## src/rtl/noc_params.svh

```systemverilog
`ifndef NOC_PARAMS_SVH
`define NOC_PARAMS_SVH

// router geometry
`define NUM_PORTS 5

// flit slots per input port
`define FIFO_DEPTH 8

// payload bits carried by every flit
`define PAYLOAD_W 16

// header length field, flits incl. header
`define LEN_W 12

`endif

```

## src/rtl/noc_pkg.sv

```systemverilog
`default_nettype none

`include "noc_params.svh"

package noc_pkg;

  typedef logic [`PAYLOAD_W-1:0] payloadT;
  typedef logic [`LEN_W-1:0]     pktLenT;

  // one-hot flit kind
  typedef logic [2:0] flitKindT;
  localparam flitKindT HEADER = 3'b001;
  localparam flitKindT BODY   = 3'b010;
  localparam flitKindT TAIL   = 3'b100;

  typedef logic [2:0] portIdxT;
  localparam portIdxT PORT_L = 3'd0;
  localparam portIdxT PORT_N = 3'd1;
  localparam portIdxT PORT_E = 3'd2;
  localparam portIdxT PORT_W = 3'd3;
  localparam portIdxT PORT_S = 3'd4;

  // header flits carry the packet length in data[LEN_W-1:0]
  typedef struct packed {
    flitKindT kind;
    payloadT  data;
  } flitT;

  typedef enum logic [2:0] {
    ARB_IDLE,
    OWN_L,
    OWN_N,
    OWN_E,
    OWN_W,
    OWN_S
  } arbStateT;

endpackage

`default_nettype wire

```

## src/rtl/linkReceiver.sv

```systemverilog
`timescale 1ns/1ps
`default_nettype none

module linkReceiver (
  input  logic           clk,
  input  logic           rst,
  input  logic           req,
  input  noc_pkg::flitT  flit,
  output logic           ack,
  input  logic           full,
  output logic           push,
  output noc_pkg::flitT  writeFlit
);

  import noc_pkg::*;

  typedef enum logic {
    RX_IDLE,
    RX_ACK
  } rxStateT;

  rxStateT rxState;
  flitT    flitReg;
  logic    pushReg;
  logic    accept;

  // new request and room in the fifo
  assign accept = (rxState == RX_IDLE) && req && !full;

  always_ff @(posedge clk)
  begin
    if (rst)
    begin
      rxState <= RX_IDLE;
      pushReg <= 1'b0;
    end
    else
    begin
      pushReg <= accept; // one pulse per handshake
      case (rxState)
        RX_IDLE: if (accept) rxState <= RX_ACK;
        RX_ACK:  if (!req) rxState <= RX_IDLE; // sender dropped req
        default: rxState <= RX_IDLE;
      endcase
    end
  end

  always_ff @(posedge clk)
  begin
    if (accept)
      flitReg <= flit;
  end

  assign ack       = (rxState == RX_ACK);
  assign push      = pushReg;
  assign writeFlit = flitReg;

endmodule

`default_nettype wire

```

## src/rtl/flitFifo.sv

```systemverilog
`timescale 1ns/1ps
`default_nettype none

`include "noc_params.svh"

module flitFifo (
  input  logic           clk,
  input  logic           rst,
  input  logic           push,
  input  noc_pkg::flitT  writeFlit,
  input  logic           pop,
  output noc_pkg::flitT  headFlit,
  output logic           full,
  output logic           notEmpty
);

  import noc_pkg::*;

  localparam int PTR_W = $clog2(`FIFO_DEPTH);
  localparam logic [PTR_W-1:0] LAST_SLOT = PTR_W'(`FIFO_DEPTH - 1);
  localparam logic [PTR_W:0]   DEPTH_CNT = (PTR_W + 1)'(`FIFO_DEPTH);

  flitT             mem [`FIFO_DEPTH];
  logic [PTR_W-1:0] rdPtr;
  logic [PTR_W-1:0] wrPtr;
  logic [PTR_W:0]   count;
  logic             doPush;
  logic             doPop;

  assign doPush = push && !full; // dropped when full
  assign doPop  = pop && notEmpty;

  always_ff @(posedge clk)
  begin
    if (rst)
    begin
      rdPtr <= '0;
      wrPtr <= '0;
      count <= '0;
    end
    else
    begin
      if (doPush)
        wrPtr <= (wrPtr == LAST_SLOT) ? '0 : wrPtr + 1'b1;
      if (doPop)
        rdPtr <= (rdPtr == LAST_SLOT) ? '0 : rdPtr + 1'b1;
      case ({doPush, doPop})
        2'b10:   count <= count + 1'b1;
        2'b01:   count <= count - 1'b1;
        default: count <= count;
      endcase
    end
  end

  always_ff @(posedge clk)
  begin
    if (doPush)
      mem[wrPtr] <= writeFlit;
  end

  assign headFlit = mem[rdPtr];
  assign full     = (count == DEPTH_CNT);
  assign notEmpty = (count != '0);

endmodule

`default_nettype wire

```

## src/rtl/packetArbiter.sv

```systemverilog
`timescale 1ns/1ps
`default_nettype none

`include "noc_params.svh"

module packetArbiter (
  input  logic                                clk,
  input  logic                                rst,
  input  logic [`NUM_PORTS-1:0]               notEmpty,
  input  noc_pkg::flitKindT [`NUM_PORTS-1:0]  headKind,
  input  noc_pkg::pktLenT [`NUM_PORTS-1:0]    headLen,
  input  logic                                sent,
  output logic [`NUM_PORTS-1:0]               grant
);

  import noc_pkg::*;

  arbStateT             state;
  arbStateT             nextState;
  arbStateT             scanState;
  portIdxT              owner;
  portIdxT              scanIdx;
  logic                 found;
  logic                 leaveGrant;
  logic [`NUM_PORTS-1:0] pktDone;
  pktLenT               cnt    [`NUM_PORTS];
  pktLenT               lenReg [`NUM_PORTS];

  function automatic portIdxT portOf(arbStateT s);
    case (s)
      OWN_L:   return PORT_L;
      OWN_N:   return PORT_N;
      OWN_E:   return PORT_E;
      OWN_W:   return PORT_W;
      default: return PORT_S; // idle scans from local
    endcase
  endfunction

  function automatic arbStateT stateOf(portIdxT p);
    case (p)
      PORT_L:  return OWN_L;
      PORT_N:  return OWN_N;
      PORT_E:  return OWN_E;
      PORT_W:  return OWN_W;
      default: return OWN_S;
    endcase
  endfunction

  assign owner = portOf(state);

  // sent-flit count reached the header length
  always_comb
  begin
    for (int p = 0; p < `NUM_PORTS; p++)
      pktDone[p] = (cnt[p] != '0) && (cnt[p] == lenReg[p]);
  end

  // rotating search, starting one past the owner, owner itself last
  always_comb
  begin
    scanState = ARB_IDLE;
    scanIdx   = owner;
    found     = 1'b0;
    for (int i = 1; i <= `NUM_PORTS; i++)
    begin
      scanIdx = portIdxT'((int'(owner) + i) % `NUM_PORTS);
      if (!found && notEmpty[scanIdx])
      begin
        scanState = stateOf(scanIdx);
        found     = 1'b1;
      end
    end
  end

  // an empty owner fifo mid-packet just stalls, so packets never interleave
  assign leaveGrant = (state != ARB_IDLE) &&
                      (pktDone[owner] || (!notEmpty[owner] && cnt[owner] == '0));

  always_comb
  begin
    if (state == ARB_IDLE || leaveGrant)
      nextState = scanState;
    else
      nextState = state;
  end

  always_ff @(posedge clk)
  begin
    if (rst)
      state <= ARB_IDLE;
    else
      state <= nextState;
  end

  always_ff @(posedge clk)
  begin
    if (rst)
    begin
      for (int p = 0; p < `NUM_PORTS; p++)
      begin
        cnt[p]    <= '0;
        lenReg[p] <= '0;
      end
    end
    else
    begin
      for (int p = 0; p < `NUM_PORTS; p++)
      begin
        // owner keeps its length once the header has gone
        if (notEmpty[p] && headKind[p] == HEADER && (!grant[p] || cnt[p] == '0))
          lenReg[p] <= headLen[p];
      end
      if (leaveGrant)
        cnt[owner] <= '0;
      else if (sent && state != ARB_IDLE)
        cnt[owner] <= cnt[owner] + 1'b1;
    end
  end

  always_comb
  begin
    grant = '0;
    if (state != ARB_IDLE)
      grant[owner] = 1'b1;
  end

endmodule

`default_nettype wire

```

## src/rtl/outputLink.sv

```systemverilog
`timescale 1ns/1ps
`default_nettype none

`include "noc_params.svh"

module outputLink (
  input  logic                             clk,
  input  logic                             rst,
  input  logic [`NUM_PORTS-1:0]            grant,
  input  logic [`NUM_PORTS-1:0]            notEmpty,
  input  noc_pkg::flitT [`NUM_PORTS-1:0]   headFlit,
  output logic [`NUM_PORTS-1:0]            pop,
  output logic                             sent,
  output logic                             outReq,
  output noc_pkg::flitT                    outFlit,
  input  logic                             outAck
);

  import noc_pkg::*;

  typedef enum logic [1:0] {
    TX_IDLE,
    TX_REQ,
    TX_WAIT
  } txStateT;

  txStateT txState;
  flitT    selFlit;
  logic    ready;
  logic    load;

  assign ready = |(grant & notEmpty);
  assign load  = (txState == TX_IDLE) && ready;

  // granted fifo head
  always_comb
  begin
    selFlit = '0;
    for (int p = 0; p < `NUM_PORTS; p++)
      if (grant[p])
        selFlit = headFlit[p];
  end

  always_ff @(posedge clk)
  begin
    if (rst)
      txState <= TX_IDLE;
    else
    begin
      case (txState)
        TX_IDLE: if (load) txState <= TX_REQ;
        TX_REQ:  if (outAck) txState <= TX_WAIT; // drop req
        TX_WAIT: if (!outAck) txState <= TX_IDLE; // link free again
        default: txState <= TX_IDLE;
      endcase
    end
  end

  always_ff @(posedge clk)
  begin
    if (load)
      outFlit <= selFlit;
  end

  assign pop    = load ? grant : '0;
  assign sent   = load;
  assign outReq = (txState == TX_REQ);

endmodule

`default_nettype wire

```

## src/rtl/routerOutputStage.sv

```systemverilog
`timescale 1ns/1ps
`default_nettype none

`include "noc_params.svh"

module routerOutputStage (
  input  logic                             clk,
  input  logic                             rst,
  input  logic [`NUM_PORTS-1:0]            inReq,
  input  noc_pkg::flitT [`NUM_PORTS-1:0]   inFlit,
  output logic [`NUM_PORTS-1:0]            inAck,
  output logic                             outReq,
  output noc_pkg::flitT                    outFlit,
  input  logic                             outAck
);

  import noc_pkg::*;

  logic [`NUM_PORTS-1:0]      push;
  flitT [`NUM_PORTS-1:0]      writeFlit;
  logic [`NUM_PORTS-1:0]      full;
  logic [`NUM_PORTS-1:0]      notEmpty;
  flitT [`NUM_PORTS-1:0]      headFlit;
  flitKindT [`NUM_PORTS-1:0]  headKind;
  pktLenT [`NUM_PORTS-1:0]    headLen;
  logic [`NUM_PORTS-1:0]      pop;
  logic [`NUM_PORTS-1:0]      grant;
  logic                       sent;

  for (genvar p = 0; p < `NUM_PORTS; p++)
  begin : gPort
    linkReceiver uRx (
      .clk       (clk),
      .rst       (rst),
      .req       (inReq[p]),
      .flit      (inFlit[p]),
      .ack       (inAck[p]),
      .full      (full[p]),
      .push      (push[p]),
      .writeFlit (writeFlit[p])
    );

    flitFifo uFifo (
      .clk       (clk),
      .rst       (rst),
      .push      (push[p]),
      .writeFlit (writeFlit[p]),
      .pop       (pop[p]),
      .headFlit  (headFlit[p]),
      .full      (full[p]),
      .notEmpty  (notEmpty[p])
    );

    assign headKind[p] = headFlit[p].kind;
    assign headLen[p]  = headFlit[p].data[`LEN_W-1:0]; // length field of a header
  end

  packetArbiter uArb (
    .clk      (clk),
    .rst      (rst),
    .notEmpty (notEmpty),
    .headKind (headKind),
    .headLen  (headLen),
    .sent     (sent),
    .grant    (grant)
  );

  outputLink uOut (
    .clk      (clk),
    .rst      (rst),
    .grant    (grant),
    .notEmpty (notEmpty),
    .headFlit (headFlit),
    .pop      (pop),
    .sent     (sent),
    .outReq   (outReq),
    .outFlit  (outFlit),
    .outAck   (outAck)
  );

endmodule

`default_nettype wire

```

## config.mk

```make
export PLATFORM = sky130hd
export DESIGN_NAME = routerOutputStage
export DESIGN_NICKNAME = d
export VERILOG_FILES = /design/src/rtl/noc_pkg.sv /design/src/rtl/linkReceiver.sv /design/src/rtl/flitFifo.sv /design/src/rtl/packetArbiter.sv /design/src/rtl/outputLink.sv /design/src/rtl/routerOutputStage.sv
export VERILOG_INCLUDE_DIRS = /design/src /design/src/rtl
export SDC_FILE = /design/constraint.sdc
export NUM_CORES = 1
export LEC_CHECK = 0
export ABC_AREA = 1
export ABC_CLOCK_PERIOD_IN_PS = 7800
export BUFFER_PORTS_ARGS = -buffer_cell sky130_fd_sc_hd__clkbuf_2
export CORE_UTILIZATION = 51
export DETAILED_ROUTE_END_ITERATION = 10
export HOLD_SLACK_MARGIN = 0.15
export PLACE_DENSITY = 0.78
export SLEW_MARGIN = 20
export SYNTH_ARGS = -nofsm -noshare
export SYNTH_HDL_FRONTEND = slang
export SYNTH_SLANG_ARGS = --single-unit
```

## constraint.sdc

```tcl
create_clock -name clk -period 7.8 [get_ports clk]
set_clock_uncertainty 0.1 [all_clocks]
set_input_delay 0.78 -clock clk [delete_from_list [all_inputs] [get_ports clk]]
set_output_delay 0.78 -clock clk [all_outputs]
set_load 0.05 [all_outputs]
```

==> out/qor.csv, run 1 <==
metric;value;unit
min-delay-start;inFlit[78];
clkTransAtPathRegs;0.07;ns
cp_top_family;simple AND/OR/NAND/NOR gates;
drt_iter0_drc;3379;
cts.path.max_buffers;3;
antenna_found_initial;0;
ff_latch_area;31500;um^2
cp_slowest_cell;nor2_1;
reg2reg_depth;11;
cp_num_cells;11;
place_ws;3.61;ns
critPathKind;register to register;
gr-total-overflow;0;
cts_root_buf;clkbuf_16;
yosys.area.top_type;edfxtp_1;
crit_top_cell;inv_2;
yosysMostFrequentCell;edfxtp_1;
layout.cells.non_filler;4956;
grt_max_degree;78;
max_freq;233;MHz
synth_area_leaders;edfxtp_1 68%, nor2_1 5.8%, o21ai_0 5.6%;
ant_nets;0;
ys.flop_type;edfxtp_1;
multi_input_area;10800;um^2
final_core_utilization;58.9;%
cp-startpoint;uArb.state[0]$_SDFFE_PP0P_;
leakagePower;17.5;nW
stdcell_area;49600;um^2
synthCells;3541;
hold_class;primary input to register;
drv_slew;0;
postCtsSetupRepairBufs;0;
setup_violations;0;
cts-htree-levels;3;
critPathMaxStageDelay;0.78;ns
synth-edff-count;994;
synth_commonest_cells;994 x edfxtp_1, 673 x nor2_1, 491 x o21ai_0, 311 x nand2_1, 181 x inv_1;
clock-sinks;1074;
ir_drop;0.215;mV
startpoint_type;register;
tns;0;ns
crit_fanout;25;
maxSlewHeadroom;22.5;%
antennaDiodeCount;0;
boundaryPins;128;
wirelength;104000;um
dp_cells;4701;
dpl_cell_area;45600;um^2
hpwl;64500;um
fin_crit_sh;55.1;%
die_w;294;um
core;84100;um^2
ys_ff_latch;1074;
layout_setup_ws;3.50;ns
num_vias;28677;
fin_nets;3875;
power.total;13.8;mW
numCtsBuffers;105;
hold_viol;0;
cts_resized;0;
clkLatencyLatePin;0.71;ns
drv_cap;0;
netlist.area_leader.share;68.4;%
power.density;278;nW/um^2
fp-row-count;106;
synth_area_per_cell;12.3;um^2
synth_nets;3686;
worst_pin_slew;1.15;ns
drtPass1Iterations;6;
critical_path_buf_inv_count;3;
ys.warnings.count;0;
initial_core_util;51.9;%
wl_per_cell;21.0;um
nFillCells;6421;
holdWs;0.178;ns
path_cells;nor2_2, nor2_1, inv_2, o21ai_2, nand2_2, inv_2, nand2_2, nand3b_4, inv_2, nand2_1, nor2_1;
port_buffers;127;
r2r_end;uArb.cnt[4][1]$_SDFFCE_PN0P_;
rsz0062_at_grt;false;
ys_seq_area_share;72.1;%
rr_startpoint;uArb.state[0]$_SDFFE_PP0P_;
synthToLayoutAreaGrowth;13.6;%
fp.dieH;294;um
fin_crit;4.30;ns
crit_required;8.19;ns
routed_via_density;5.79;
synth_area;43600;um^2
grt_usage;24.0;%
cts_tree;yes;
gp_congestion;0.947;
status;completed;
rrSetupSlack;3.50;ns
end_kind;register;
drive_above_1_share;12.7;%
grt_pass1_wl;158000;um
crit_arrival;4.69;ns
grt_pass1_vias;27617;
synthArstFlopShare;0;%
yosys.cell_types.count;53;
dieArea;86700;um^2
endpoint;uArb.cnt[4][1]$_SDFFCE_PN0P_;
drc;0;
## metal layers
layer | track usage (%) | vias up | part of all wire (%)
li1 | - | 13151 | -
met3 | 4.30 | 221 | 9.1
met1 | 32.3 | 13909 | 40
met4 | 9.16 | 0 | 3.4
met5 | 0 | - | 0
met2 | 39.1 | 1396 | 48
## registers in the layout, summed over array words and instances, names as in the netlist, named ones only
name	count
gPort.uRx.push	5
gPort.uRx.ack	5
gPort.uFifo.wrPtr	15
uArb.cnt	60
gPort.uFifo.rdPtr	15
gPort.uFifo.mem	760
uArb.state	3
gPort.uRx.writeFlit	95
uArb.lenReg	60
gPort.uFifo.count	20
uOut.txState	2
uOut.outFlit	19
## where the power goes
part / internal [mW] / switching [mW] / total, mW
logic: 0.541 / 1.56 / 2.10
clock network: 2.76 / 2.16 / 4.92
registers: 6.55 / 0.206 / 6.76
## kinds of logic (layout without fill, tap and decap cells)
kind of cell | Yosys count | after routing | share of synthesized area [%]
AND/OR/NAND/NOR | 1182 | 1182 | 11.4
adder cells (fa/ha/maj) | 42 | 42 | 1.29
buffers and inverters | 372 | 653 | 3.42
XOR/XNOR | 59 | 59 | 1.18
AO/OA/AOI/OAI | 812 | 812 | 10.6
flip-flops | 1074 | 1074 | 72.1
## worst min-delay path by stage
stage	end	slack (ns)	cells past startpoint
finish	gPort[4].uRx.writeFlit[2]$_DFFE_PP_	0.18	1
global route	gPort[4].uRx.writeFlit[2]$_DFFE_PP_	0.16	1
CTS	gPort[4].uRx.writeFlit[2]$_DFFE_PP_	0.15	1
detailed placement	gPort[4].uFifo.count[0]$_SDFFE_PP0P_	0.35	1
global placement	gPort[1].uFifo.count[0]$_SDFFE_PP0P_	0.34	1
floorplan	gPort[1].uFifo.count[0]$_SDFFE_PP0P_	0.32	1
## cells in the final DEF (no fill, tap or decap), types with 22 or more instances in the layout
cell	n
nand3_1	58
o21ai_0	491
nor3_1	35
a21oi_1	62
clkbuf_16	105
ha_1	37
nor2_2	52
xnor2_1	51
nand4_1	27
o21ai_1	22
dfxtp_1	75
o221ai_1	67
clkbuf_2	127
edfxtp_1	994
clkinv_1	31
buf_4	73
nand2_1	311
dlygate4sd3_1	56
o22ai_1	120
clkinv_2	24
nor2_1	632
inv_1	175
## worst reg2reg max path, stage by stage (launching register included)
cell,delay (ns)
dfxtp_1,0.64
nor2_2,0.13
nor2_1,0.78
inv_2,0.32
o21ai_2,0.24
nand2_2,0.19
inv_2,0.43
nand2_2,0.18
nand3b_4,0.45
inv_2,0.27
nand2_1,0.23
nor2_1,0.15
## timing repair
item,CTS,global route
hold endpoints to repair,56,0
hold buffers,56,0
setup endpoints to repair,0,0
## layout make-up
| cell class | instances | area share (%) |
|---|---|---|
| clock inverter | 77 | 1.37 |
| sequential | 1074 | 63.5 |
| timing repair buffer | 256 | 3.52 |
| clock buffer | 122 | 5.43 |
| tap | 1134 | 2.86 |
| multi-input combinational | 2095 | 21.8 |
| inverter | 198 | 1.51 |
Note: power is estimated with default switching activity, not from simulation.
==> run 2: changes to the inputs <==
--- a/config.mk
+++ b/config.mk
@@ -6,13 +6,13 @@
 export SDC_FILE = /design/constraint.sdc
 export NUM_CORES = 1
 export LEC_CHECK = 0
-export ABC_AREA = 1
-export ABC_CLOCK_PERIOD_IN_PS = 7800
+export ABC_AREA = 0
+export ABC_CLOCK_PERIOD_IN_PS = 3900
 export BUFFER_PORTS_ARGS = -buffer_cell sky130_fd_sc_hd__clkbuf_2
 export CORE_UTILIZATION = 51
 export DETAILED_ROUTE_END_ITERATION = 10
 export HOLD_SLACK_MARGIN = 0.15
-export PLACE_DENSITY = 0.78
+export PLACE_DENSITY = 0.81
 export SLEW_MARGIN = 20
 export SYNTH_ARGS = -nofsm -noshare
 export SYNTH_HDL_FRONTEND = slang
==> constraint.sdc (replaced) <==
create_clock -name clk -period 3.9 [get_ports clk]
set_clock_uncertainty 0.1 [all_clocks]
set_input_delay 0.39 -clock clk [delete_from_list [all_inputs] [get_ports clk]]
set_output_delay 0.39 -clock clk [all_outputs]
set_load 0.05 [all_outputs]
==> run 2 against run 1 <==
Against the previous run: wire length decreased by 1.8%; utilization increased by 1.2 points; synthesized cell count decreased by 32%; global-route usage decreased by 0.20 points; sequential power increased by 97%; first-iteration DRC count decreased by 26%; worst setup slack got worse by 3.3 ns; sequential share of layout area decreased by 1.1 points; combinational power increased by 74%.
==> out/qor.csv, run 2 <==
metric;value;unit;change
fin_crit;3.66;ns;was 4.30 ns
yosysMostFrequentCell;edfxtp_1;;unchanged
crit_fanout;16;;was 25
holdPathStages;2;;was 1
rrSetupSlack;0.24;ns;was 3.50 ns
setup_violations;0;;unchanged
p_sw_share;25.9;%;was 28.5%
synth_commonest_cells;994 x edfxtp_1, 192 x mux4_2, 188 x nor2_1, 89 x mux2i_1, 80 x dfxtp_1;;was 994 x edfxtp_1, 673 x nor2_1, 491 x o21ai_0, 311 x nand2_1, 181 x inv_1
drc;0;;unchanged
rr_startpoint;uArb.state[0]$_SDFFE_PP0P_;;unchanged
synthArstFlopShare;0;%;unchanged
dp_cells;3676;;was 4701
intPower;20.3;mW;was 9.85 mW
core;83800;um^2;was 84100 um^2
postCtsSetupRepairBufs;0;;unchanged
power.density;544;nW/um^2;was 278 nW/um^2
p_switching;7.11;mW;was 3.93 mW
holdWs;0.322;ns;was 0.178 ns
port_buffers;127;;unchanged
layout_setup_ws;0.241;ns;was 3.50 ns
fin_nets;2895;;was 3875
numCtsBuffers;104;;was 105
critPathMaxStageDelay;0.44;ns;was 0.78 ns
wirelength;102000;um;was 104000 um
cts_root_buf;clkbuf_16;;unchanged
hold_class;primary input to register;;unchanged
place_ws;0.404;ns;was 3.61 ns
routed_via_density;5.94;;was 5.79
boundaryPins;128;;unchanged
yosys.cell_types.count;79;;was 53
max_freq;273;MHz;was 233 MHz
synth_nets;2555;;was 3686
ys_ff_latch;1074;;unchanged
ant_nets;0;;unchanged
cts_tree;yes;;unchanged
gp_congestion;0.959;;was 0.947
grt_usage;23.8;%;was 24.0%
grt_pass1_wl;151000;um;was 158000 um
synthCells;2410;;was 3541
cp_slowest_cell;dfxtp_2;;was nor2_1
drv_cap;0;;unchanged
synth_area_per_cell;17.9;um^2;was 12.3 um^2
worst_pin_slew;1.04;ns;was 1.15 ns
gr-total-overflow;0;;unchanged
synthToLayoutAreaGrowth;16.6;%;was 13.6%
crit_arrival;4.16;ns;was 4.69 ns
seqPwrFrac;48.6;%;was 49.1%
largest_reg_flops;760;;unchanged
antenna_found_initial;2;;was 0
netlist.area_leader.share;69.0;%;was 68.4%
layout.cells.non_filler;3976;;was 4956
die_w;293;um;was 294 um
fp.dieH;293;um;was 294 um
min-delay-start;inFlit[0];;was inFlit[78]
use_met1;31.9;%;was 32.3%
critPathKind;register to register;;unchanged
gr-usage-met3;3.19;%;was 4.30%
rsz0062_at_grt;false;;unchanged
end_kind;register;;unchanged
grt_pass1_vias;23941;;was 27617
grt_max_degree;62;;was 78
tns;0;ns;unchanged
drt_iter0_drc;2502;;was 3379
power.total;27.4;mW;was 13.8 mW
cp_top_family;simple AND/OR/NAND/NOR gates;;unchanged
r2r_end;gPort[0].uFifo.count[3]$_SDFFE_PP0P_;;was uArb.cnt[4][1]$_SDFFCE_PN0P_
final_cell_mix;994 x edfxtp_1, 192 x mux4_2, 188 x nor2_1;;was 994 x edfxtp_1, 632 x nor2_1, 491 x o21ai_0
ir_drop;0.405;mV;was 0.215 mV
ys.flop_type;edfxtp_1;;unchanged
clock-sinks;1074;;unchanged
num_vias;23620;;was 28677
status;completed;;unchanged
fin_crit_sh;93.8;%;was 55.1%
reg2reg_depth;12;;was 11
synth_area;43200;um^2;was 43600 um^2
cts.path.max_buffers;3;;unchanged
grt_busiest_layer;met2;;unchanged
largest-register;gPort.uFifo.mem;;unchanged
dieArea;86000;um^2;was 86700 um^2
clockPowerShare;38.0;%;was 35.7%
cts-htree-levels;3;;unchanged
drtPass1Iterations;6;;unchanged
startpoint_type;register;;unchanged
synth-edff-count;994;;unchanged
yosys.area.top_type;edfxtp_1;;unchanged
fp-row-count;106;;unchanged
dpl_cell_area;45800;um^2;was 45600 um^2
initial_core_util;51.6;%;was 51.9%
hold_viol;0;;unchanged
ys_seq_area_share;72.7;%;was 72.1%
hpwl;66400;um;was 64500 um
maxSlewHeadroom;30.4;%;was 22.5%
drive_above_1_share;24.9;%;was 12.7%
final_common_cell;edfxtp_1;;unchanged
antennaDiodeCount;0;;unchanged
wl_per_cell;25.7;um;was 21.0 um
clkTransAtPathRegs;0.07;ns;about the same
crit_required;4.40;ns;was 8.19 ns
final_core_utilization;60.2;%;was 58.9%
clkLatencyLatePin;0.68;ns;was 0.71 ns
combinationalPowerShare;13.4;%;was 15.2%
synth_area_leaders;edfxtp_1 69%, mux4_2 10%, dfxtp_1 3.7%;;was edfxtp_1 68%, nor2_1 5.8%, o21ai_0 5.6%
ys.warnings.count;0;;unchanged
hold_end;gPort[0].uRx.writeFlit[0]$_DFFE_PP_;;was gPort[4].uRx.writeFlit[2]$_DFFE_PP_
grt_use_met2;40.0;%;was 39.1%
stdcell_area;50400;um^2;was 49600 um^2
drv_slew;0;;unchanged
leakagePower;16.5;nW;was 17.5 nW
critical_path_buf_inv_count;2;;was 3
path_cells;buf_4, nand2b_1, nor2_1, nand3_1, inv_1, ha_1, ha_1, a21o_1, a21oi_1, xnor2_1, or3_1, a21oi_1;;was nor2_2, nor2_1, inv_2, o21ai_2, nand2_2, inv_2, nand2_2, nand3b_4, inv_2, nand2_1, nor2_1
==> run 2: changes by cell type after synthesis, sizes merged, moves of 29 or more <==
| cell | previous run | this run |
|---|---|---|
| o22ai | 120 | 9 |
| o21ai | 518 | 40 |
| clkbuf | 149 | 48 |
| mux2 | 0 | 39 |
| o221ai | 67 | 1 |
| buf | 25 | 65 |
| o21a | 0 | 29 |
| nand2 | 341 | 75 |
| inv | 195 | 27 |
| nand2b | 0 | 31 |
| mux4 | 0 | 192 |
| nor2 | 689 | 192 |
| mux2i | 0 | 89 |
==> run 2: timing repair <==
action	4_1_cts	5_1_grt
resized for setup	0	0
endpoints found under the hold margin	112	0
hold buffers	102	0
==> run 2: routing by layer <==
| layer | wire, um | vias up |
|---|---|---|
| met5 | 12 | - |
| met4 | 3960 | 2 |
| met3 | 7810 | 202 |
| met2 | 50800 | 1099 |
| met1 | 39500 | 12026 |
| li1 | - | 10291 |
==> run 2: power groups by stage <==
stage | Combinational, mW | Sequential (mW) | Clock [mW]
after floorplan | 2.23 | 13.5 | 0
after global placement | 3.43 | 13.5 | 0
after detailed placement | 3.45 | 13.6 | 0
after CTS | 3.56 | 13.3 | 10.5
after global routing | 3.83 | 13.4 | 11.0
final | 3.66 | 13.3 | 10.4
==> run 2: area by class of cell <==
cell class	count	area, um^2
Timing Repair Buffer	347	2610
Tap cell	1134	1420
Clock inverter	78	908
Inverter	28	105
Clock buffer	120	2670
Multi-Input combinational cell	1195	11300
Fill cell	5889	33400
Sequential cell	1074	31500
==> run 2: cells by family after synthesis <==
family	synth area share [%]
DFF	72.7
adders and majority gates	1.30
muxes	13.1
xor gates and xnor gates	1.72
and+or+nand+nor	5.84
buffers and inverters	1.54
AOI/OAI and AO/OA	3.79
==> run 2: how the worst max path moves through the flow <==
stage                                               startpoint                              endpoint  cells past startpoint  slack, ns
after global routing                uArb.state[1]$_SDFFE_PP0P_  gPort[2].uFifo.count[3]$_SDFFE_PP0P_                     12       0.11
after detailed placement            uArb.state[1]$_SDFFE_PP0P_          uArb.cnt[1][2]$_SDFFCE_PN0P_                     10       0.40
after global placement              uArb.state[1]$_SDFFE_PP0P_          uArb.cnt[4][5]$_SDFFCE_PN0P_                     10       0.47
after CTS                           uArb.state[0]$_SDFFE_PP0P_  gPort[0].uFifo.count[3]$_SDFFE_PP0P_                     12       0.35
final                               uArb.state[0]$_SDFFE_PP0P_  gPort[0].uFifo.count[3]$_SDFFE_PP0P_                     12       0.24
after floorplan           gPort[3].uFifo.count[0]$_SDFFE_PP0P_    gPort[3].uFifo.mem[0][0]$_DFFE_PP_                      4       0.68
